===== src/fb_macros.svh =====
/*
  Frame buffer build constants
  View size, pixel FIFO depth and the SRAM and read-return timing
*/
`ifndef FB_MACROS_SVH
`define FB_MACROS_SVH

// Visible window, pixels outside are never stored
`define FB_X_RES 800
`define FB_Y_RES 600

// Entries per pixel FIFO, power of two
`define FB_FIFO_DEPTH 16

// Edges from a sampled read request to read_data_valid
`define FB_READ_LATENCY 5

// Cycles from address on the pins to the data phase on the bus
`define FB_SRAM_PIPE 2

`endif


===== src/fb_pkg.sv =====
/*
  Frame buffer types
  Coordinate, pixel and SRAM widths plus the structs passed between blocks
*/
`default_nettype none

package fb_pkg;

    typedef logic [10:0] coord_t;
    typedef logic [15:0] pixel_t;
    typedef logic [19:0] sram_addr_t;
    typedef logic [17:0] sram_word_t;
    typedef logic [7:0]  drop_count_t;

    // One pixel write from ADC or SPI, x in the top bits
    typedef struct packed {
        coord_t x;
        coord_t y;
        pixel_t pixel;
    } pixel_wr_t;

    // Display pipeline read request
    typedef struct packed {
        coord_t x;
        coord_t y;
    } read_req_t;

    // Single SRAM access from arbiter to pin driver
    typedef struct packed {
        sram_addr_t addr;
        logic       write;
        sram_word_t data;
    } sram_cmd_t;

endpackage

`default_nettype wire


===== src/pixel_fifo.sv =====
/*
  Pixel FIFO, show-ahead
  Head is visible while not_empty, pushes into a full buffer are dropped and counted
*/
`default_nettype none
`include "fb_macros.svh"

module pixel_fifo #(
    parameter int DEPTH = `FB_FIFO_DEPTH
) (
    input  wire                  clk,
    input  wire                  reset,
    input  wire                  in_valid,
    input  wire fb_pkg::pixel_wr_t in_pixel,
    input  wire                  pop,
    output logic                 not_empty,
    output fb_pkg::pixel_wr_t    head,
    output fb_pkg::drop_count_t  drop_count
);

    localparam int PTR_W = $clog2(DEPTH);
    localparam int CNT_W = $clog2(DEPTH + 1);

    fb_pkg::pixel_wr_t mem [DEPTH];
    logic [PTR_W-1:0]  wr_ptr;
    logic [PTR_W-1:0]  rd_ptr;
    logic [CNT_W-1:0]  count;
    logic              full;
    logic              do_pop;
    logic              do_push;
    logic              drop;

    assign full      = (count == CNT_W'(DEPTH));
    assign not_empty = (count != '0);
    assign head      = mem[rd_ptr];

    // Pop only counts when something is there
    assign do_pop  = pop && not_empty;
    // Full but popping this cycle still frees a slot
    assign do_push = in_valid && (!full || do_pop);
    assign drop    = in_valid && !do_push;

    // Storage
    always_ff @(posedge clk) begin
        if (do_push) begin
            mem[wr_ptr] <= in_pixel;
        end
    end

    always_ff @(posedge clk) begin
        if (reset) begin
            wr_ptr     <= '0;
            rd_ptr     <= '0;
            count      <= '0;
            drop_count <= '0;
        end else begin
            if (do_push) begin
                wr_ptr <= wr_ptr + 1'b1;
            end
            if (do_pop) begin
                rd_ptr <= rd_ptr + 1'b1;
            end
            // Occupancy holds on push+pop
            if (do_push && !do_pop) begin
                count <= count + 1'b1;
            end else if (do_pop && !do_push) begin
                count <= count - 1'b1;
            end
            // Saturates at all ones
            if (drop && drop_count != '1) begin
                drop_count <= drop_count + 1'b1;
            end
        end
    end

endmodule

`default_nettype wire


===== config.mk =====
export PLATFORM = sky130hd
export DESIGN_NAME = pixel_fifo
export DESIGN_NICKNAME = d
export VERILOG_FILES = /design/src/fb_pkg.sv /design/src/pixel_fifo.sv
export VERILOG_INCLUDE_DIRS = /design/src
export SDC_FILE = /design/constraint.sdc
export NUM_CORES = 1
export LEC_CHECK = 0
export ABC_AREA = 1
export BUFFER_PORTS_ARGS = -buffer_cell sky130_fd_sc_hd__clkbuf_2
export CORE_MARGIN = 2
export CORE_UTILIZATION = 60
export CTS_CLUSTER_SIZE = 12
export DETAILED_ROUTE_END_ITERATION = 10
export GPL_TIMING_DRIVEN = 1
export PLACE_DENSITY_LB_ADDON = 0.15
export SYNTH_ARGS = -nofsm -noshare
export SYNTH_HDL_FRONTEND = slang
export SYNTH_SLANG_ARGS = --single-unit

===== constraint.sdc =====
create_clock -name clk -period 4.8 [get_ports clk]
set_input_delay 0.72 -clock clk [delete_from_list [all_inputs] [get_ports clk]]
set_output_delay 0.72 -clock clk [all_outputs]
set_load 0.01 [all_outputs]

# Yosys cells after proc, flatten, opt, wreduce, memory -nomap -nowiden

Memories as Yosys holds them, arrays and structs flattened. A register that Yosys moved wholly into a read port is not among the register bits.
Cells that the tools add are included.

Bits in registers: 21
RAM bits: 608
Logic and storage cells: 30
Input port bits: 42
Output and inout port bits: 47
Memories: 1

Equality and inequality tests: 2
Reductions and logical operators: 12
Mux-type cells: 6
Add/subtract/negate cells: 5

Memory list:

| name | depth | bits a word | rd ports | clocked after Yosys merged registers in | wr ports | RTL line         | text |
|---|---|---|---|---|---|---|---|
| mem  | 16    | 38          | 1        | 1                                       | 1        | pixel_fifo.sv:24 | `fb_pkg::pixel_wr_t mem [DEPTH];` |

Operator list:

| operator                                                            | count |
|---|---|
| 5-bit 2-to-1 mux                                                    | 2 |
| 4-bit by 1-bit adder with 4-bit output (second input constant)      | 2 |
| 8-bit by 1-bit adder with 8-bit output (second input constant)      | 1 |
| 4-bit 2-to-1 mux                                                    | 2 |
| 8-bit inequality test (second input constant)                       | 1 |
| 1-bit logical AND                                                   | 6 |
| 5-bit by 1-bit adder with 5-bit output (second input constant)      | 1 |
| 5-bit equality test (second input constant)                         | 1 |
| 5-bit nonzero test                                                  | 1 |
| 5-bit by 1-bit subtractor with 5-bit output (second input constant) | 1 |
| 1-bit logical NOT                                                   | 3 |
| 1-bit 2-to-1 mux                                                    | 2 |
| 2-bit nonzero test                                                  | 1 |
| 1-bit logical OR                                                    | 1 |

# Logic depth before layout (Yosys ltp)

Gate-level depths: netlist of run 1.

Depth after elaboration: 8
Mapped depth: 15
Depth with buffers taken out: 15

# Least setup slack after synthesis of run 1

OpenSTA, ideal clock, no wires.

Path type: input -> register
Start point: input port pop
End point: memory mem[3][0] (netlist name), enable pin
Data required time: 4.319 ns
Stages: 4
Library setup time: 0.481 ns
Arrival time: 3.571 ns
Slack: 0.749 ns
Path buffers: 0
Path through: nor2_1 nand3_1 nand2_2 nor3_1

Longest elaborated chain between the ends: 5

RTL lines:

| what                                   | RTL line         | text |
|---|---|---|
| start, declared                        | pixel_fifo.sv:15 | `input wire pop,` |
| 1-bit logical AND                      | pixel_fifo.sv:38 | `assign do_pop = pop && not_empty;` |
| 1-bit logical OR                       | pixel_fifo.sv:40 | `assign do_push = in_valid && (!full \|\| do_pop);` |
| 1-bit logical AND                      | pixel_fifo.sv:40 |  |
| 1-bit 2-to-1 mux                       | pixel_fifo.sv:45 | `if (do_push) begin` |
| 1-bit 2-to-1 mux (implied by the code) | pixel_fifo.sv:46 | `mem[wr_ptr] <= in_pixel;` |
| end, declared                          | pixel_fifo.sv:24 |  |

Every way passes these cells.

==> impl_metrics.env, run 1 <==
export IMPL_timing_setup_critical_path_class="reg2out"
export IMPL_synth_cells=2168
export IMPL_swShare_pct=29.1
export IMPL_worstSetupEndpointType="primary output"
export IMPL_power_leakage_uw=0.0102
export IMPL_share_clk_of_total_power_pct=33.4
export IMPL_cellPowerDensity_mw_per_mm2=480
export IMPL_timing_max_cap_violations=0
export IMPL_synthAdderAreaFrac_pct=0.564
export IMPL_total_switching_power_uw=4000
export IMPL_gr_usage_all_layers_pct=27.3
export IMPL_gr_usage_met3_pct=3.79
export IMPL_asyncSetResetFlopFracSynth_pct=0
export IMPL_yosys_cell_count_top_type="sky130_fd_sc_hd__edfxtp_1"
export IMPL_wl_microns=59800
export IMPL_synth_cells_most_frequent="sky130_fd_sc_hd__edfxtp_1 (608), sky130_fd_sc_hd__nor2_1 (395), sky130_fd_sc_hd__nand2_1 (324)"
export IMPL_finish_cell_count_without_fillers=2810
export IMPL_cts_max_path_buffers=3
export IMPL_setup_viol=0
export IMPL_die_y_microns=211
export IMPL_ant_nets=0
export IMPL_post_cts_setup_buffer_count=0
export IMPL_max_freq_ghz=0.274
export IMPL_synth_edff_count=608
export IMPL_floorplan_initialDensity_pct=61.1
export IMPL_ir_worst_vdd_v=0.000345
export IMPL_synthesis_area_sq_mm=0.0257
export IMPL_design_area_sq_mm=0.0286
export IMPL_worstSkewPairLatency_ns=0.59
export IMPL_grt_ovfl_total=0
export IMPL_synth_top_area_share_pct=70.9
export IMPL_numCtsBuffers=66
export IMPL_groute_layer_met1_usage_pct=37.6
export IMPL_clock_root_buffer="sky130_fd_sc_hd__clkbuf_16"
export IMPL_grt_pass1_wl_microns=91300
export IMPL_synth_lib_cells_used_distinct=26
export IMPL_area_growth_synth_to_final_pct=11.1
export IMPL_num_vias=16479
export IMPL_netlist_top_cells_area="sky130_fd_sc_hd__edfxtp_1 (71%), sky130_fd_sc_hd__nor2_1 (5.8%), sky130_fd_sc_hd__nand2_1 (4.7%)"
export IMPL_cts_resized=0
export IMPL_die_width_microns=211
export IMPL_outcome="complete, no violations"
export IMPL_number_of_levels_the_h_tree_was_split_into=3
export IMPL_layout_drive_gt1_share_pct=9.91
export IMPL_dieArea_sq_mm=0.0446
export IMPL_initialDrtViolationCount=1769
export IMPL_post_synth_mux_area_share_pct=0
export IMPL_main_combinational_cell_family_by_area_after_synthesis="simple AND/OR/NAND/NOR gates"
export IMPL_worstPathRequired_ns=4.08
export IMPL_busiest_layer="met2"
export IMPL_io_buffers=88
export IMPL_internal_portion_of_total_power_uw=9740
export IMPL_fin_worst_skew_ns=0.0187
export IMPL_path_clk_slew_ns=0.06
export IMPL_area_post_placement_sq_mm=0.0267
export IMPL_antenna_found_initial=2
export IMPL_power_sequential_fraction_pct=45.6
export IMPL_hold_path_class="reg2reg"
export IMPL_gpl_final_weighted_congestion=0.795
export IMPL_global_route_usage_met2_pct=45.4
export IMPL_critical_path_peak_fanout=109
export IMPL_placeableCoreArea_sq_mm=0.0421
export IMPL_ctsHoldBuffers=0
export IMPL_combinationalPowerShare_pct=21.0
export IMPL_grt_setup_unrepaired="no"
export IMPL_drc_errors=0
export IMPL_placedCellCount=2705
export IMPL_first_global_vias=15873
export IMPL_num_io_pins=89
export IMPL_post_synth_simple_gate_area_pct=15.3
export IMPL_synth_main_ff_cell="sky130_fd_sc_hd__edfxtp_1"
export IMPL_finish_net_count=2287
export IMPL_xor_and_xnor_fraction_of_the_mapped_netlist_area_pct=0.238
export IMPL_most_area_hungry_cell_type_in_the_yosys_netlist="sky130_fd_sc_hd__edfxtp_1"
export IMPL_grt_max_degree=223
export IMPL_minimum_clock_period_after_layout_ns=3.65
export IMPL_number_of_filler_cells_placed_in_the_layout=3042
export IMPL_dp_worst_setup_slack_ns=1.68
export IMPL_timing_slew_headroom_pct=24.4
export IMPL_avgSynthCellArea_sq_um=11.9
export IMPL_post_route_worst_setup_slack_ns=1.15
export IMPL_ys_warn_count=0
export IMPL_final_setup_tns_ns=0
export IMPL_timing_critical_path_arrival_ns=2.93
export IMPL_tot_pwr_uw=13700
export IMPL_worst_pin_slew_ns=1.13
export IMPL_synth_compound_area_share_pct=6.73
export IMPL_crit_share_post_route_pct=76.0
export IMPL_finalHoldViolCount=0
export IMPL_ys_ff_latch=633
export IMPL_ys_seq_area_share_pct=72.9
export IMPL_avgViaCountPerCell=5.86
export IMPL_timing_critical_path_from_type="register"
export IMPL_post_drt_wl_per_cell_microns=21.3
export IMPL_number_of_nets_in_the_synthesized_netlist=2221
export IMPL_drtPass1Iterations=6
export IMPL_placementRows=75
export IMPL_cts_tree="yes"
export IMPL_timing_final_max_slew_violations=0
export IMPL_clkSinkCount=633
export IMPL_post_dp_hpwl_microns=30200
through the flow:
step	hold WS (ns)	utilization (%)
global route	0.541	67.9
finish	0.498	67.9
floorplan	0.472	-
detailed placement	0.491	63.4
CTS	0.503	67.9
global placement	0.475	63.4
critical path: stages (launching register included):
cell and delay [ns]:
sky130_fd_sc_hd__dfxtp_4 0.37, sky130_fd_sc_hd__inv_6 0.59, sky130_fd_sc_hd__buf_12 0.37, sky130_fd_sc_hd__nor2_1 0.07, sky130_fd_sc_hd__nor2_1 0.09, sky130_fd_sc_hd__o21ai_0 0.10
sky130_fd_sc_hd__nand3_1 0.12, sky130_fd_sc_hd__nand3_1 0.09, sky130_fd_sc_hd__nand2_1 0.19, sky130_fd_sc_hd__clkbuf_2 0.17
placed cells by master, fill, tap and decap left out, types with 3 or more instances in the layout:
cell type                   Yosys  routed
sky130_fd_sc_hd__clkbuf_16      0      69
sky130_fd_sc_hd__nor2_4         0      14
sky130_fd_sc_hd__a21oi_1       27      27
sky130_fd_sc_hd__nand2_1      324     324
sky130_fd_sc_hd__o21ai_1       19      19
sky130_fd_sc_hd__buf_12         0       8
sky130_fd_sc_hd__ha_1          10      10
sky130_fd_sc_hd__inv_6          0       4
sky130_fd_sc_hd__o21ai_0      177     177
sky130_fd_sc_hd__edfxtp_1     608     608
sky130_fd_sc_hd__dfxtp_4        0       3
sky130_fd_sc_hd__dfxtp_1       25      21
sky130_fd_sc_hd__clkinv_2       0       5
sky130_fd_sc_hd__inv_1        116     114
sky130_fd_sc_hd__clkbuf_1      39      17
sky130_fd_sc_hd__clkbuf_2       0      88
sky130_fd_sc_hd__nor2_1       395     381
sky130_fd_sc_hd__o211ai_1      80      80
sky130_fd_sc_hd__nand3_1      243     243
sky130_fd_sc_hd__clkinv_1       0      11
sky130_fd_sc_hd__buf_4          0      28
sky130_fd_sc_hd__xor2_1         5       5
power by group through the flow:
stage | sequential, uW | combinational, uW | clock [uW]
finish | 6260 | 2890 | 4590
global route | 6270 | 3230 | 4860
CTS | 6260 | 2890 | 4640
detailed placement | 6370 | 2880 | 0
global placement | 6370 | 2830 | 0
floorplan | 6350 | 2090 | 0
final cells by class:
cell class	count	area (sq um)	share of cell area (%)
inverters	118	454	1.59
clock inverters	17	78.8	0.276
diodes	1	2.50	0.00875
multi-input cells	1291	6000	21.0
flip-flops and latches	633	18800	65.6
well taps	539	674	2.36
repair buffers	124	811	2.84
clock buffers	87	1800	6.31
sequential cells by signal (all words and copies together), names as in the netlist, named ones only:
name	cells
rd_ptr	4
mem	608
drop_count	8
wr_ptr	4
count	5
final timing paths:
check	slack, ns	end	from	cells past startpoint
setup / recovery	1.15	head[19]	register	9
hold / removal	0.50	register	rd_ptr[3]	2
setup reg to reg	2.02	mem[10][29]	count[0]	7
hold reg to reg	0.50	register	rd_ptr[3]	2
cells by family after synthesis:
family                     count (synthesis)
and+or+nand+nor                          968
DFF                                      633
AOI/OAI and AO/OA                        305
buffers and inverters                    244
adders and majority gates                 11
xor gates and xnor gates                   7
metal layers:
layer / wire length, microns / part of all wire [%] / vias to the layer above
met5: 13 / 0.022 / -
met4: 1470 / 2.5 / 2
met3: 4320 / 7.2 / 110
met2: 29300 / 49 / 653
met1: 24700 / 41 / 7995
li1: - / - / 7719
Note: power is estimated with default switching activity, not from simulation.
==> inputs of run 2 (changes only) <==
==> constraint.sdc (replaced) <==
create_clock -name clk -period 3.7 [get_ports clk]
set_input_delay 0.555 -clock clk [delete_from_list [all_inputs] [get_ports clk]]
set_output_delay 0.555 -clock clk [all_outputs]
set_load 0.01 [all_outputs]
==> impl_metrics.env, run 2 (same netlist as run 1, synthesis figures left out) <==
export IMPL_post_route_worst_setup_slack_ns=0.361
export IMPL_number_of_levels_the_h_tree_was_split_into=3
export IMPL_max_flop_register="mem"
export IMPL_worstPathRequired_ns=3.14
export IMPL_crit_share_post_route_pct=90.2
export IMPL_worstSkewPairLatency_ns=0.58
export IMPL_timing_critical_path_arrival_ns=2.78
export IMPL_post_drt_wl_per_cell_microns=21.0
export IMPL_clkSinkCount=633
export IMPL_grt_pass1_wl_microns=91100
export IMPL_floorplan_initialDensity_pct=61.1
export IMPL_max_freq_ghz=0.300
export IMPL_power_leakage_uw=0.0102
export IMPL_wl_microns=59100
export IMPL_most_common_layout_cells="sky130_fd_sc_hd__edfxtp_1 (608), sky130_fd_sc_hd__nor2_1 (381), sky130_fd_sc_hd__nand2_1 (324)"
export IMPL_reg_largest_list="mem: 608 flops, drop_count: 8 flops, count: 5 flops"
export IMPL_fin_worst_skew_ns=0.0160
export IMPL_die_y_microns=211
export IMPL_worstSetupEndpointType="primary output"
export IMPL_num_io_pins=89
export IMPL_finish_net_count=2289
export IMPL_timing_critical_path_from_type="register"
export IMPL_gpl_final_weighted_congestion=0.775
export IMPL_num_vias=16413
export IMPL_timing_max_cap_violations=0
export IMPL_cts_tree="yes"
export IMPL_critical_path_peak_fanout=119
export IMPL_first_global_vias=15855
export IMPL_finalHoldViolCount=0
export IMPL_post_dp_hpwl_microns=29300
export IMPL_cts_resized=0
export IMPL_avgViaCountPerCell=5.83
export IMPL_die_width_microns=211
export IMPL_tot_pwr_uw=17900
export IMPL_setup_viol=0
export IMPL_number_of_filler_cells_placed_in_the_layout=3024
export IMPL_io_buffers=88
export IMPL_path_clk_slew_ns=0.06
export IMPL_layout_drive_gt1_share_pct=10.0
export IMPL_timing_final_max_slew_violations=0
export IMPL_commonest_non_fill_non_tap_cell_in_the_layout="sky130_fd_sc_hd__edfxtp_1"
export IMPL_ctsHoldBuffers=0
export IMPL_drtPass1Iterations=5
export IMPL_grt_ovfl_total=0
export IMPL_worst_r2r_setup_slack_ns=1.20
export IMPL_timing_setup_critical_path_class="reg2out"
export IMPL_multiInputGateArea_sq_mm=0.00600
export IMPL_largest_reg_flops=608
export IMPL_outcome="complete, no violations"
export IMPL_area_growth_synth_to_final_pct=11.8
export IMPL_placeableCoreArea_sq_mm=0.0421
export IMPL_cellPowerDensity_mw_per_mm2=623
export IMPL_cts_max_path_buffers=3
export IMPL_numCtsBuffers=66
export IMPL_dieArea_sq_mm=0.0446
export IMPL_layout_core_utilization_pct=68.3
export IMPL_antenna_found_initial=2
export IMPL_ir_worst_vdd_v=0.000403
export IMPL_initialDrtViolationCount=1678
export IMPL_clock_root_buffer="sky130_fd_sc_hd__clkbuf_16"
export IMPL_worst_pin_slew_ns=1.11
export IMPL_post_cts_setup_buffer_count=0
export IMPL_timing_slew_headroom_pct=25.9
export IMPL_area_sequential_sq_mm=0.0188
export IMPL_drc_errors=0
export IMPL_grt_setup_unrepaired="no"
export IMPL_ant_nets=0
export IMPL_placedCellCount=2707
export IMPL_minimum_clock_period_after_layout_ns=3.34
export IMPL_placementRows=75
export IMPL_hold_path_class="in2reg"
export IMPL_gr_usage_all_layers_pct=27.2
export IMPL_dp_worst_setup_slack_ns=0.984
export IMPL_finish_cell_count_without_fillers=2813
export IMPL_grt_max_degree=120
export IMPL_timing_hold_ws_ns=0.379
-- run 2: path summary, 6_finish.rpt --
path | start | end | cells after the start
setup / recovery | register | head[20] | 9
hold / removal | reset | count[4] | 2
setup reg to reg | count[0] | mem[8][23] | 7
hold reg to reg | rd_ptr[3] | register | 2
-- run 2: layer usage --
layer	wire [microns]	share of wire [%]	vias up	global-route usage [%]
met5	0	0	-	0
met2	29100	49	615	44.3
met3	4110	6.9	90	4.42
li1	-	-	7725	-
met1	24700	42	7983	37.9
met4	1230	2.1	0	8.79
-- run 2: area by class of cell --
type	instances	area share, %
antenna	2	0.0174
clock buffer	89	6.41
clock inverter	15	0.235
inverter	118	1.58
multi-input combinational	1291	20.9
sequential	633	65.2
tap	539	2.34
timing repair buffer	126	3.31
-- run 2: per-stage QoR --
stage	TNS [ns]	instance area, sq um
after global routing	0	28800
after detailed placement	0	26900
final	0	28800
after global placement	0	26900
after CTS	0	28800
after floorplan	-14.14	25700
-- run 2: power by group --
part           switching (uW)  leakage (uW)  internal (uW)
Combinational            2570       0.00359           1240
Clock                    2530      0.000934           3460
Sequential               88.4       0.00570           8030
Total                    5190        0.0102          12700
-- run 2: worst max-delay path, stage by stage (launching register included) --
cell,delay [ns]
sky130_fd_sc_hd__dfxtp_4,0.38
sky130_fd_sc_hd__buf_12,0.38
sky130_fd_sc_hd__buf_4,0.57
sky130_fd_sc_hd__nor2_1,0.14
sky130_fd_sc_hd__nor2_1,0.10
sky130_fd_sc_hd__o21ai_0,0.08
sky130_fd_sc_hd__nand3_1,0.10
sky130_fd_sc_hd__nand3_1,0.10
sky130_fd_sc_hd__nand2_1,0.13
sky130_fd_sc_hd__clkbuf_2,0.14
