File: src/fb_macros.svh
/*
  Frame buffer build constants
  View size, pixel FIFO depth and the SRAM and read-return timing
*/
`ifndef FB_MACROS_SVH
`define FB_MACROS_SVH

// Visible window, pixels outside are never stored
`define FB_X_RES 800
`define FB_Y_RES 600

// Entries per pixel FIFO, power of two
`define FB_FIFO_DEPTH 16

// Edges from a sampled read request to read_data_valid
`define FB_READ_LATENCY 5

// Cycles from address on the pins to the data phase on the bus
`define FB_SRAM_PIPE 2

`endif

File: src/fb_pkg.sv
/*
  Frame buffer types
  Coordinate, pixel and SRAM widths plus the structs passed between blocks
*/
`default_nettype none

package fb_pkg;

    typedef logic [10:0] coord_t;
    typedef logic [15:0] pixel_t;
    typedef logic [19:0] sram_addr_t;
    typedef logic [17:0] sram_word_t;
    typedef logic [7:0]  drop_count_t;

    // One pixel write from ADC or SPI, x in the top bits
    typedef struct packed {
        coord_t x;
        coord_t y;
        pixel_t pixel;
    } pixel_wr_t;

    // Display pipeline read request
    typedef struct packed {
        coord_t x;
        coord_t y;
    } read_req_t;

    // Single SRAM access from arbiter to pin driver
    typedef struct packed {
        sram_addr_t addr;
        logic       write;
        sram_word_t data;
    } sram_cmd_t;

endpackage

`default_nettype wire

File: src/fb_arbiter.sv
/*
  SRAM access arbiter
  Priority of reads over ADC pixels over SPI pixels with one command per cycle
  Times read return and blanks reads outside the view
*/
`default_nettype none
`include "fb_macros.svh"

module fb_arbiter (
    input  wire                    clk,
    input  wire                    reset,
    input  wire                    frozen,
    input  wire                    read_valid,
    input  wire fb_pkg::read_req_t read_req,
    input  wire                    adc_not_empty,
    input  wire                    spi_not_empty,
    input  wire fb_pkg::pixel_wr_t adc_head,
    input  wire fb_pkg::pixel_wr_t spi_head,
    output logic                   adc_pop,
    output logic                   spi_pop,
    output logic                   cmd_valid,
    output fb_pkg::sram_cmd_t      cmd,
    input  wire fb_pkg::sram_word_t rd_word,
    output logic                   read_data_valid,
    output fb_pkg::pixel_t         read_data
);

    localparam int LAT = `FB_READ_LATENCY;

    logic              read_in_view;
    logic              adc_in_view;
    logic              spi_in_view;
    logic              cmd_take;
    fb_pkg::sram_cmd_t cmd_next;
    // Bit 0 is the newest read
    logic [LAT-1:0]    rd_pipe;
    logic [LAT-1:0]    blank_pipe;

    // SRAM word address with 10 bits of x above 10 bits of y
    function automatic fb_pkg::sram_addr_t pack_addr(input fb_pkg::coord_t x,
                                                     input fb_pkg::coord_t y);
        return {x[9:0], y[9:0]};
    endfunction

    assign read_in_view = (read_req.x < `FB_X_RES) && (read_req.y < `FB_Y_RES);
    assign adc_in_view  = (adc_head.x < `FB_X_RES) && (adc_head.y < `FB_Y_RES);
    assign spi_in_view  = (spi_head.x < `FB_X_RES) && (spi_head.y < `FB_Y_RES);

    // ADC head is consumed when chosen even while frozen
    assign adc_pop = !read_valid && adc_not_empty;
    // SPI only gets the slot when ADC has nothing
    assign spi_pop = !read_valid && !adc_not_empty && spi_not_empty;

    // Priority choice
    always_comb begin
        cmd_take       = 1'b0;
        cmd_next.addr  = pack_addr(read_req.x, read_req.y);
        cmd_next.write = 1'b0;
        cmd_next.data  = '0;
        if (read_valid) begin
            // Blank reads never reach the SRAM
            cmd_take = read_in_view;
        end else if (adc_not_empty) begin
            cmd_take       = adc_in_view && !frozen;
            cmd_next.addr  = pack_addr(adc_head.x, adc_head.y);
            cmd_next.write = 1'b1;
            cmd_next.data  = {2'b00, adc_head.pixel};
        end else if (spi_not_empty) begin
            cmd_take       = spi_in_view;
            cmd_next.addr  = pack_addr(spi_head.x, spi_head.y);
            cmd_next.write = 1'b1;
            cmd_next.data  = {2'b00, spi_head.pixel};
        end
    end

    // Control state
    always_ff @(posedge clk) begin
        if (reset) begin
            cmd_valid       <= 1'b0;
            rd_pipe         <= '0;
            read_data_valid <= 1'b0;
        end else begin
            cmd_valid       <= cmd_take;
            rd_pipe         <= {rd_pipe[LAT-2:0], read_valid};
            read_data_valid <= rd_pipe[LAT-1];
        end
    end

    // Command payload and read return data
    always_ff @(posedge clk) begin
        cmd        <= cmd_next;
        blank_pipe <= {blank_pipe[LAT-2:0], read_valid && !read_in_view};
        if (blank_pipe[LAT-1]) begin
            read_data <= '0;
        end else begin
            read_data <= rd_word[15:0];
        end
    end

endmodule

`default_nettype wire

File: config.mk
export PLATFORM = sky130hd
export DESIGN_NAME = fb_arbiter
export DESIGN_NICKNAME = d
export VERILOG_FILES = /design/src/fb_pkg.sv /design/src/fb_arbiter.sv
export VERILOG_INCLUDE_DIRS = /design/src
export SDC_FILE = /design/constraint.sdc
export NUM_CORES = 1
export LEC_CHECK = 0
export ABC_CLOCK_PERIOD_IN_PS = 950
export BUFFER_PORTS_ARGS = -buffer_cell sky130_fd_sc_hd__buf_2
export CAP_MARGIN = 40
export CORE_ASPECT_RATIO = 0.6
export CORE_MARGIN = 1.5
export CORE_UTILIZATION = 35
export DETAILED_ROUTE_END_ITERATION = 10
export PLACE_DENSITY = 0.76
export REMOVE_ABC_BUFFERS = 1
export SLEW_MARGIN = 25
export SYNTH_ARGS = -nofsm -noshare
export SYNTH_HDL_FRONTEND = slang
export SYNTH_SLANG_ARGS = --single-unit
File: constraint.sdc
create_clock -name clk -period 0.95 [get_ports clk]
set_input_delay 0.19 -clock clk [delete_from_list [all_inputs] [get_ports clk]]
set_output_delay 0.19 -clock clk [all_outputs]
set_load 0.005 [all_outputs]
Yosys cells after proc, flatten, opt, wreduce, memory -nomap -nowiden
Cells that the tools add are included.

storage, ports and cells
  logic and storage cells = 34
  register bits after elaboration = 67

operators by class
  reduce and logical (&&, ||, !) cells = 13
  magnitude comparators = 6
  muxes and demuxes = 6

operator list
  operator              number
  $mux 39               3
  $lt 11x10->1 const B  6
  $logic_and 1x1->1     8
  $logic_not 1->1       4
  $mux 1                3
  $reduce_or 2->1       1

Logic depth before layout (Yosys ltp)
Gate-level depths: netlist of the first run.

  depth after elaboration = 5
  gate-level depth with buffers = 6

Worst setup path after synthesis of the first run
Ideal clock, no wire load.

  path type = input -> register
  from = in read_valid
  to = reg cmd[19] in the netlist's numbering
  data required time = 821 ps
  setup time = 129 ps
  arrival = 897 ps
  path slack = -76 ps
  stages on the path = 6
  path through = buf_4 nor2b_2 buf_6 buf_4 a22oi_1 o21ai_0

RTL lines
  what                  line              source
  start, declared       fb_arbiter.sv:13  input wire read_valid,
  end signal, assigned  fb_arbiter.sv:91  cmd <= cmd_next;
  end, declared         fb_arbiter.sv:22  output fb_pkg::sram_cmd_t cmd,

Worst setup path in the final report of the first run
  from = reg cmd_valid
  to = out cmd_valid

RTL lines
  what                    line              source
  start, declared         fb_arbiter.sv:21  output logic cmd_valid,
  start signal, assigned  fb_arbiter.sv:83  cmd_valid <= cmd_take;

No word-level cell between the ends.

==> results of run 1 <==
how the worst max path moves through the flow:
stage,cells past startpoint,slack [ps],endpoint,from
4_1_cts,1,-40,cmd_valid,cmd_valid
3_5_place_dp,5,-320,cmd_valid,spi_head[34]
6_report,1,-20,cmd_valid,cmd_valid
5_1_grt,1,-50,cmd_valid,cmd_valid
3_3_place_gp,5,-310,cmd_valid,spi_head[34]
2_1_floorplan,3,-450,cmd_valid,adc_not_empty
layout make-up:
cell class | instances | area share (%)
repair buffers | 219 | 34.36
flip-flops and latches | 65 | 34.23
multi-input cells | 127 | 22.71
clock buffers | 11 | 3.656
well taps | 84 | 2.718
clock inverters | 5 | 2.038
inverters | 1 | 0.2912
routing by layer:
layer | vias up | global-route usage [%]
li1 | 1206 | -
met1 | 1173 | 26.73
met2 | 147 | 36.78
met3 | 12 | 7.341
met4 | 0 | 7.833
met5 | - | 0
synthesized netlist by cell type, types with 2 or more instances:
cell type	instances	area [µm²]
buf_6	3	33.78
o311ai_0	2	17.52
a22o_1	16	140.1
o21ai_1	3	15.01
clkbuf_1	3	11.26
nand4_1	2	12.51
buf_4	5	37.54
buf_2	4	20.02
nor2_1	4	15.01
o21ai_0	19	95.09
and3_1	2	12.51
a22oi_1	39	292.8
nor3_1	2	10.01
nor2b_1	22	137.6
dfxtp_1	65	1301
a211o_1	2	17.52
timing repair:
item,in CTS,in global routing
buffers inserted,3,0
pin swaps,1,1
setup endpoints to repair,57,58
gates resized for setup,12,27
registers in the layout, indices dropped and copies added, names as in the netlist:
| register | cells |
|---|---|
| cmd | 37 |
| rd_pipe | 5 |
| cmd_valid | 1 |
| blank_pipe | 5 |
| read_data | 16 |
| read_data_valid | 1 |
worst register-to-register path: stages, from the launching register on:
cell and delay [ps]:
dfxtp_1 310, buf_4 200, nor2b_1 80
placed cells by master, fill, tap and decap left out, types with 2 or more instances in the layout:
cell type	Yosys	layout
a211o_1	2	2
a22o_1	16	16
a22oi_1	39	39
and3_1	2	2
buf_12	0	4
buf_2	4	164
buf_4	5	40
buf_6	3	10
bufinv_16	0	2
clkbuf_8	0	10
clkinv_2	0	2
conb_1	1	2
dfxtp_1	65	47
dfxtp_2	0	18
nand4_1	2	2
nor2_1	4	4
nor2b_1	22	22
nor3_1	2	2
o21ai_0	19	19
o21ai_1	3	3
cells by family after synthesis:
kind of cell	after synthesis	share of synthesized area [%]
other	1	0.1644
DFF	65	57.05
and+or+nand+nor	38	10.53
AOI/OAI and AO/OA	87	27.43
buffers and inverters	17	4.827
power by group:
part           internal, mW  switching, mW
sequential             2.93         0.0541
combinational         0.614          0.455
clock                  1.55           1.04
total                  5.09           1.55
per-stage QoR:
| stage | hold slack (ps) | setup TNS, ps | instance area, µm² |
|---|---|---|---|
| after floorplan | 259.4 | -13270 | 2178 |
| after global placement | 309.9 | -3751 | 3515 |
| after detailed placement | 314.7 | -4359 | 3515 |
| after CTS | 34.08 | -851.4 | 3792 |
| after global routing | 44.75 | -1677 | 3867 |
| final | 55.28 | -114.9 | 3867 |
==> impl_metrics.tcl, run 1 <==
set metrics [dict create \
    r2r_cells 2 \
    met1Wirelength_um 3284 \
    grt_max_degree 25 \
    hold_viol_final 0 \
    io_pins 181 \
    wire_per_inst_um 15.11 \
    start_kind "flip-flop" \
    synth_area_per_cell_um2 10.97 \
    rsz0062_at_grt "yes" \
    gp_congestion 0.8869 \
    drt_iter0_markers 122 \
    top_layer_used "met4" \
    path_max_fanout 1 \
    dp_hpwl_um 5843 \
    firstDrtPassIters 4 \
    nFillCells 526 \
    drive_gt1_share_pct 59.81 \
    grt_usage_pct 22.05 \
    hold_start "spi_head[7]" \
    p_leak_nw 1.916 \
    finalSetupViolations 15 \
    required_ps 760 \
    die_y_um 65.53 \
    synthFlopType "dfxtp_1" \
    io_buffers 176 \
    synth.distinct_cells 31 \
    clk_latency_ps 340 \
    area_delta_synth_final_pct 69.56 \
    min_path_type "in -> reg" \
    viasPerCell 4.957 \
    dieWidth_um 107.2 \
    wl_met2_um 3619 \
    slowest_delay_ps 330 \
    peakVddDrop_uv 639.9 \
    cts-root-buf "clkbuf_8" \
    grt-ovfl-total 0 \
    path_cells "buf_6" \
    finalPower_mw 6.645 \
    multi_input_area_um2 878.3 \
    tritoncts "done" \
    clk_pin_slew_worst_paths_ps 70 \
    antenna_left 0 \
    drv_cap 0 \
    period_share_pct 102.4 \
    h-tree-depth 3 \
    cts_num_sinks 65 \
    antenna_cells 0 \
    status "complete, but fails checks" \
    dieArea_um2 7026 \
    register_area_um2 1324 \
    routed_wl_um 7737 \
    synth_edf_count 0 \
    yosys_warnings 0 \
    antenna_found_initial 0 \
    hold_path_depth 2 \
    worstHoldEndpoint "cmd[7]" \
    crit_type "reg -> out" \
    path_delay_family "flip-flops" \
    setup_slack_ps -23.00 \
    cts-buffers-inserted 9 \
    met3_length_um 728 \
    cp_data_arrival_time_ps 780 \
    numPlacedInstances 493 \
    worst_setup_path_end_kind "primary output" \
    hold_buffers 0 \
    core_area_um2 6193 \
    grt_pass1_vias 2377 \
    r2r-start "blank_pipe[4]" \
    power_density_nw_per_um2 1718 \
    clock.fmax_mhz 1028 \
    final_util_pct 62.44 \
    dpl_worst_slack_ps -317.4 \
    reg2reg_setup_slack_ps 250 \
    syn_area_um2 2281 \
    vias 2538 \
    drc 0 \
    skew_ps 10.16 \
    critPathBufInv 1 \
    nets 545 \
    slew_violations 0 \
    synthArstFlopShare_pct 0 \
    regToRegEndpoint "read_data[13]" \
    ys_seq_area_share_pct 57.05 \
    stdcell_count 512 \
    critPathSlowestCell "dfxtp_2" \
    start_util_pct 36.83 \
    syn-instance-count 208 \
    rows 22 \
    ys_seq_elements 65 \
    clockBufferDepth 2 \
    min_period_ps 973.0 \
    violations "negative setup slack" \
    grt_pass1_wl_um 11550 \
]
Note: power is estimated with default switching activity, not from simulation.
==> run 2, diff against run 1 <==
--- a/config.mk
+++ b/config.mk
@@ -9,11 +9,13 @@
 export ABC_CLOCK_PERIOD_IN_PS = 950
 export BUFFER_PORTS_ARGS = -buffer_cell sky130_fd_sc_hd__buf_2
 export CAP_MARGIN = 40
+export CELL_PAD_IN_SITES_DETAIL_PLACEMENT = 0
+export CELL_PAD_IN_SITES_GLOBAL_PLACEMENT = 2
 export CORE_ASPECT_RATIO = 0.6
 export CORE_MARGIN = 1.5
-export CORE_UTILIZATION = 35
+export CORE_UTILIZATION = 19
 export DETAILED_ROUTE_END_ITERATION = 10
-export PLACE_DENSITY = 0.76
+export PLACE_DENSITY_LB_ADDON = 0.1
 export REMOVE_ABC_BUFFERS = 1
 export SLEW_MARGIN = 25
 export SYNTH_ARGS = -nofsm -noshare
==> run 2 against run 1 <==
  * The flow still finishes with violations (negative setup slack)
  * Die area grew 81%
  * Setup slack improved by 21 ps
  * Highest routed layer unchanged
  * Total power grew 6.7%
  * Largest power group is now the clock network
  * Clock skew fell by 7.0 ps
  * Clock power is 16% higher
  * Maximum frequency rose by 2.2%
  * Global-route usage shrank 8.8 points
  * Sequential share of layout area decreased by 1.7 points
  * Combinational power barely moved
  * Worst hold slack gained 15 ps
  * Register-to-register slack better by 40 ps
  * Cell area grew 5.2%
==> impl_metrics.tcl, run 2 (synthesized netlist as in run 1, its figures left out) <==
set metrics [dict create \
    status "complete, but fails checks" \
    violations "negative setup slack" \
    area_delta_synth_final_pct 78.33 \
    slew_violations 0 \
    critPathBufInv 1 \
    rsz0062_at_grt "yes" \
    min_path_type "in -> reg" \
    io_pins 181 \
    h-tree-depth 3 \
    cts_num_sinks 65 \
    mostFrequentLayoutCells "buf_2, dfxtp_1, a22oi_1, buf_4, nor2b_1" \
    dp_hpwl_um 6706 \
    routed_wl_um 8522 \
    required_ps 760 \
    antenna_found_initial 0 \
    grt_pass1_wl_um 12530 \
    grt_max_degree 17 \
    firstDrtPassIters 4 \
    clk_pin_slew_worst_paths_ps 60 \
    crit_type "reg -> out" \
    antenna_left 0 \
    cp_data_arrival_time_ps 760 \
    clockBufferDepth 2 \
    grt_pass1_vias 2441 \
    hold_viol_final 0 \
    cts-root-buf "clkbuf_16" \
    viasPerCell 4.179 \
    rows 30 \
    start_util_pct 19.86 \
    p_leak_nw 1.949 \
    path_cells "buf_2" \
    grt_usage_pct 13.28 \
    nets 544 \
    gp_congestion 0.7299 \
    cts-buffers-inserted 9 \
    dieArea_um2 12690 \
    final_common_cell "buf_2" \
    drc 0 \
    drive_gt1_share_pct 59.95 \
    clk_latency_ps 330 \
    io_buffers 176 \
    stdcell_count 587 \
    skew_ps 3.114 \
    grt-ovfl-total 0 \
    tritoncts "done" \
    drt_iter0_markers 75 \
    drv_cap 0 \
    setup_slack_ps -1.785 \
    die_y_um 87.87 \
    largest_reg_flops 37 \
    critPathSlowestCell "dfxtp_2" \
    finalSetupViolations 1 \
    vias 2453 \
    min_period_ps 951.8 \
    slowest_delay_ps 320 \
    clock.fmax_mhz 1051 \
    core_area_um2 11490 \
    top_register "cmd" \
    final_util_pct 35.41 \
    reg_top3 "cmd: 37 flops, read_data: 16 flops" \
    antenna_cells 0 \
    worst_setup_path_end_kind "primary output" \
    power_density_nw_per_um2 1743 \
    wire_per_inst_um 14.52 \
    start_kind "flip-flop" \
    path_max_fanout 1 \
    path_delay_family "flip-flops" \
    tns_ps -1.785 \
    dieWidth_um 144.5 \
    period_share_pct 100.2 \
    peakVddDrop_uv 736.2 \
    numPlacedInstances 567 \
]
-- run 2: worst paths after layout --
| kind | cells past startpoint | to | slack, ps | start |
|---|---|---|---|---|
| max | 1 | cmd[28] | -2 | cmd[28] |
| min | 2 | cmd[5] | 70 | spi_head[5] |
| max reg2reg | 2 | read_data[11] | 290 | blank_pipe[4] |
| min reg2reg | 0 | blank_pipe[2] | 320 | blank_pipe[1] |
-- run 2: worst register-to-register path, cell delays in order (launching register included) --
cell and delay [ps]:
dfxtp_1 350, buf_12 150, nor2b_1 60
-- run 2: where the power goes --
group          total (mW)  internal, mW  switching [mW]  leakage [nW]
registers            2.99          2.94          0.0563         0.545
logic                1.10         0.644           0.453          1.27
clock network        3.00          1.77            1.23         0.133
-- run 2: final cells by class --
class | instances | area [µm²]
Tap cell | 160 | 200.2
Clock buffer | 10 | 229.0
Sequential cell | 65 | 1324
Clock inverter | 6 | 43.79
Inverter | 1 | 3.754
Multi-Input combinational cell | 127 | 885.9
Timing Repair Buffer | 218 | 1381
Fill cell | 1243 | 7418
-- run 2: routing by layer --
| metal | vias up | track usage (%) | part of all wire, % |
|---|---|---|---|
| li1 | 1208 | - | - |
| met1 | 1112 | 17.29 | 47 |
| met2 | 124 | 20.01 | 43 |
| met3 | 9 | 5.303 | 9.6 |
| met4 | 0 | 4.591 | 1.3 |
| met5 | - | 0 | 0 |
-- run 2: stage by stage --
step                cell area [µm²]  hold slack [ps]  worst slack [ps]  total power, mW
floorplan                      2178            259.4            -453.8            3.312
global placement               3637            315.3            -468.2            4.071
detailed placement             3637            312.1            -479.4            4.065
CTS                            3966            55.00            -22.20            7.188
global route                   4068            57.12            -27.56            7.480
finish                         4068            70.33            -1.785            7.090
-- run 2: what timing repair did --
action | in CTS | in global routing
buffers inserted | 4 | 0
hold buffers | 0 | 0
gates resized for setup | 10 | 33
cloned | 0 | 0
pin swaps | 1 | 1
setup endpoints to repair | 21 | 59
==> run 3, diff against run 2 <==
--- a/config.mk
+++ b/config.mk
@@ -7,17 +7,18 @@
 export NUM_CORES = 1
 export LEC_CHECK = 0
 export ABC_CLOCK_PERIOD_IN_PS = 950
-export BUFFER_PORTS_ARGS = -buffer_cell sky130_fd_sc_hd__buf_2
 export CAP_MARGIN = 40
 export CELL_PAD_IN_SITES_DETAIL_PLACEMENT = 0
 export CELL_PAD_IN_SITES_GLOBAL_PLACEMENT = 2
 export CORE_ASPECT_RATIO = 0.6
 export CORE_MARGIN = 1.5
-export CORE_UTILIZATION = 19
+export CORE_UTILIZATION = 29
 export DETAILED_ROUTE_END_ITERATION = 10
+export DONT_BUFFER_PORTS = 1
 export PLACE_DENSITY_LB_ADDON = 0.1
 export REMOVE_ABC_BUFFERS = 1
-export SLEW_MARGIN = 25
+export SETUP_SLACK_MARGIN = 0.5
+export SLEW_MARGIN = 20
 export SYNTH_ARGS = -nofsm -noshare
 export SYNTH_HDL_FRONTEND = slang
 export SYNTH_SLANG_ARGS = --single-unit
==> run 3 against run 2 <==
  * The run ends with negative hold slack left
  * Register-to-register slack about the same
  * Total power decreased by 1.7%
  * Wire length decreased by 17%
  * Worst hold slack got worse by 150 ps
  * Critical path type unchanged
  * Largest power group unchanged
==> impl_metrics.tcl, run 3 (synthesized netlist as in run 1, its figures left out) <==
set metrics [dict create \
    dp_hpwl_um 5000 \
    dieArea_um2 8424 \
    antenna_found_initial 0 \
    nets 347 \
    rows 24 \
    die_y_um 71.70 \
    reg_top3 "cmd: 37 flops, read_data: 16 flops" \
    viasPerCell 5.443 \
    violations "negative hold slack" \
    min_period_ps 844.4 \
    finalPower_mw 6.966 \
    core_area_um2 7447 \
    peakVddDrop_uv 858.2 \
    firstDrtPassIters 4 \
    slew_violations 0 \
    start_kind "flip-flop" \
    top_register "cmd" \
    vias 1818 \
    min_path_type "in -> reg" \
    wire_per_inst_um 21.27 \
    gp_congestion 0.7230 \
    status "complete, but fails checks" \
    rsz0062_at_grt "yes" \
    crit_type "reg -> out" \
    skew_ps 3.251 \
    h-tree-depth 3 \
    grt_pass1_wl_um 10610 \
    drive_gt1_share_pct 57.83 \
    path_max_fanout 1 \
    start_util_pct 30.63 \
    p_leak_nw 1.182 \
    hold_slack_ps -76.05 \
    clk_latency_ps 320 \
    antenna_cells 0 \
    clock.fmax_mhz 1184 \
    area_delta_synth_final_pct 42.13 \
    cts-buffers-inserted 9 \
    cts-root-buf "clkbuf_16" \
    drv_cap 0 \
    hold_viol_final 39 \
    io_pins 181 \
    final_common_cell "dfxtp_2" \
    clk_pin_slew_worst_paths_ps 50 \
    mostFrequentLayoutCells "dfxtp_2, a22oi_2, o21ai_1, nor2b_1, a22o_1" \
    grt-ovfl-total 0 \
    required_ps 760 \
    period_share_pct 88.89 \
    tns_ps 0 \
    routed_wl_um 7105 \
    tritoncts "done" \
    io_buffers 0 \
    power_density_nw_per_um2 2149 \
    grt_max_degree 29 \
    grt_pass1_vias 1808 \
    antenna_left 0 \
    cts_num_sinks 65 \
    dieWidth_um 117.5 \
    drt_iter0_markers 58 \
    drc 0 \
    cp_data_arrival_time_ps 650 \
    grt_usage_pct 16.66 \
    worst_setup_path_end_kind "primary output" \
    finalSetupViolations 0 \
    clockBufferDepth 2 \
    largest_reg_flops 37 \
]
-- run 3: cell count changes in the layout (fill, tap and decap cells not counted), moves of 16 or more --
cell     previous run  this run
a22oi_1            39        14
a22oi_2             0        25
buf_2             161         0
buf_4              35         3
dfxtp_1            47         8
dfxtp_2            18        57
o21ai_0            17         0
o21ai_1             5        21
-- run 3: per-stage QoR --
step	hold slack, ps	cell area [µm²]	worst slack (ps)	util, %	std cells
final	-76.05	3242	105.6	43.53	334
after global routing	-87.49	3242	83.43	43.53	334
after CTS	-86.06	3168	84.91	42.54	331
after detailed placement	265.1	2399	-255.2	32.21	305
after global placement	264.0	2399	-226.2	32.21	305
after floorplan	259.4	2178	-453.8	-	193
-- run 3: final timing paths --
check | startpoint | end | slack (ps) | cells past startpoint
setup / recovery | cmd[36] | cmd[36] | 110 | 0
setup reg to reg | blank_pipe[4] | read_data[5] | 300 | 2
hold / removal | reset | rd_pipe[0] | -80 | 1
hold reg to reg | blank_pipe[1] | blank_pipe[2] | 320 | 0
-- run 3: worst register-to-register path: stages (launching register included) --
cell	delay (ps)
dfxtp_2	330
buf_6	140
nor2b_1	120
-- run 3: final cells by class --
| class | instances | area (µm²) |
|---|---|---|
| well taps | 104 | 130.1 |
| flip-flops and latches | 65 | 1373 |
| multi-input cells | 127 | 1097 |
| clock buffers | 14 | 274.0 |
| repair buffers | 21 | 324.1 |
| inverters | 1 | 8.758 |
| fillers | 714 | 4205 |
| clock inverters | 2 | 35.03 |
-- run 3: where the power goes --
| group | internal, mW | total [mW] | leakage, nW | switching (mW) |
|---|---|---|---|---|
| logic | 0.341 | 0.562 | 0.475 | 0.221 |
| clock network | 2.24 | 3.34 | 0.153 | 1.10 |
| registers | 2.97 | 3.07 | 0.554 | 0.101 |
| total | 5.55 | 6.97 | 1.18 | 1.42 |
-- run 3: layer usage --
layer	vias up	part of all wire, %	track usage [%]
met3	9	13	8.997
met4	0	1.0	5.556
li1	814	-	-
met1	876	38	19.62
met2	119	49	26.27
met5	-	0	0
-- run 3: what timing repair did --
action / 4_1_cts / 5_1_grt
gates resized for setup: 127 / 14
endpoints found under the hold margin: 56 / 40
pin swaps: 27 / 7
gates cloned: 5 / 0
endpoints found under the setup margin: 116 / 116
buffers inserted: 5 / 3
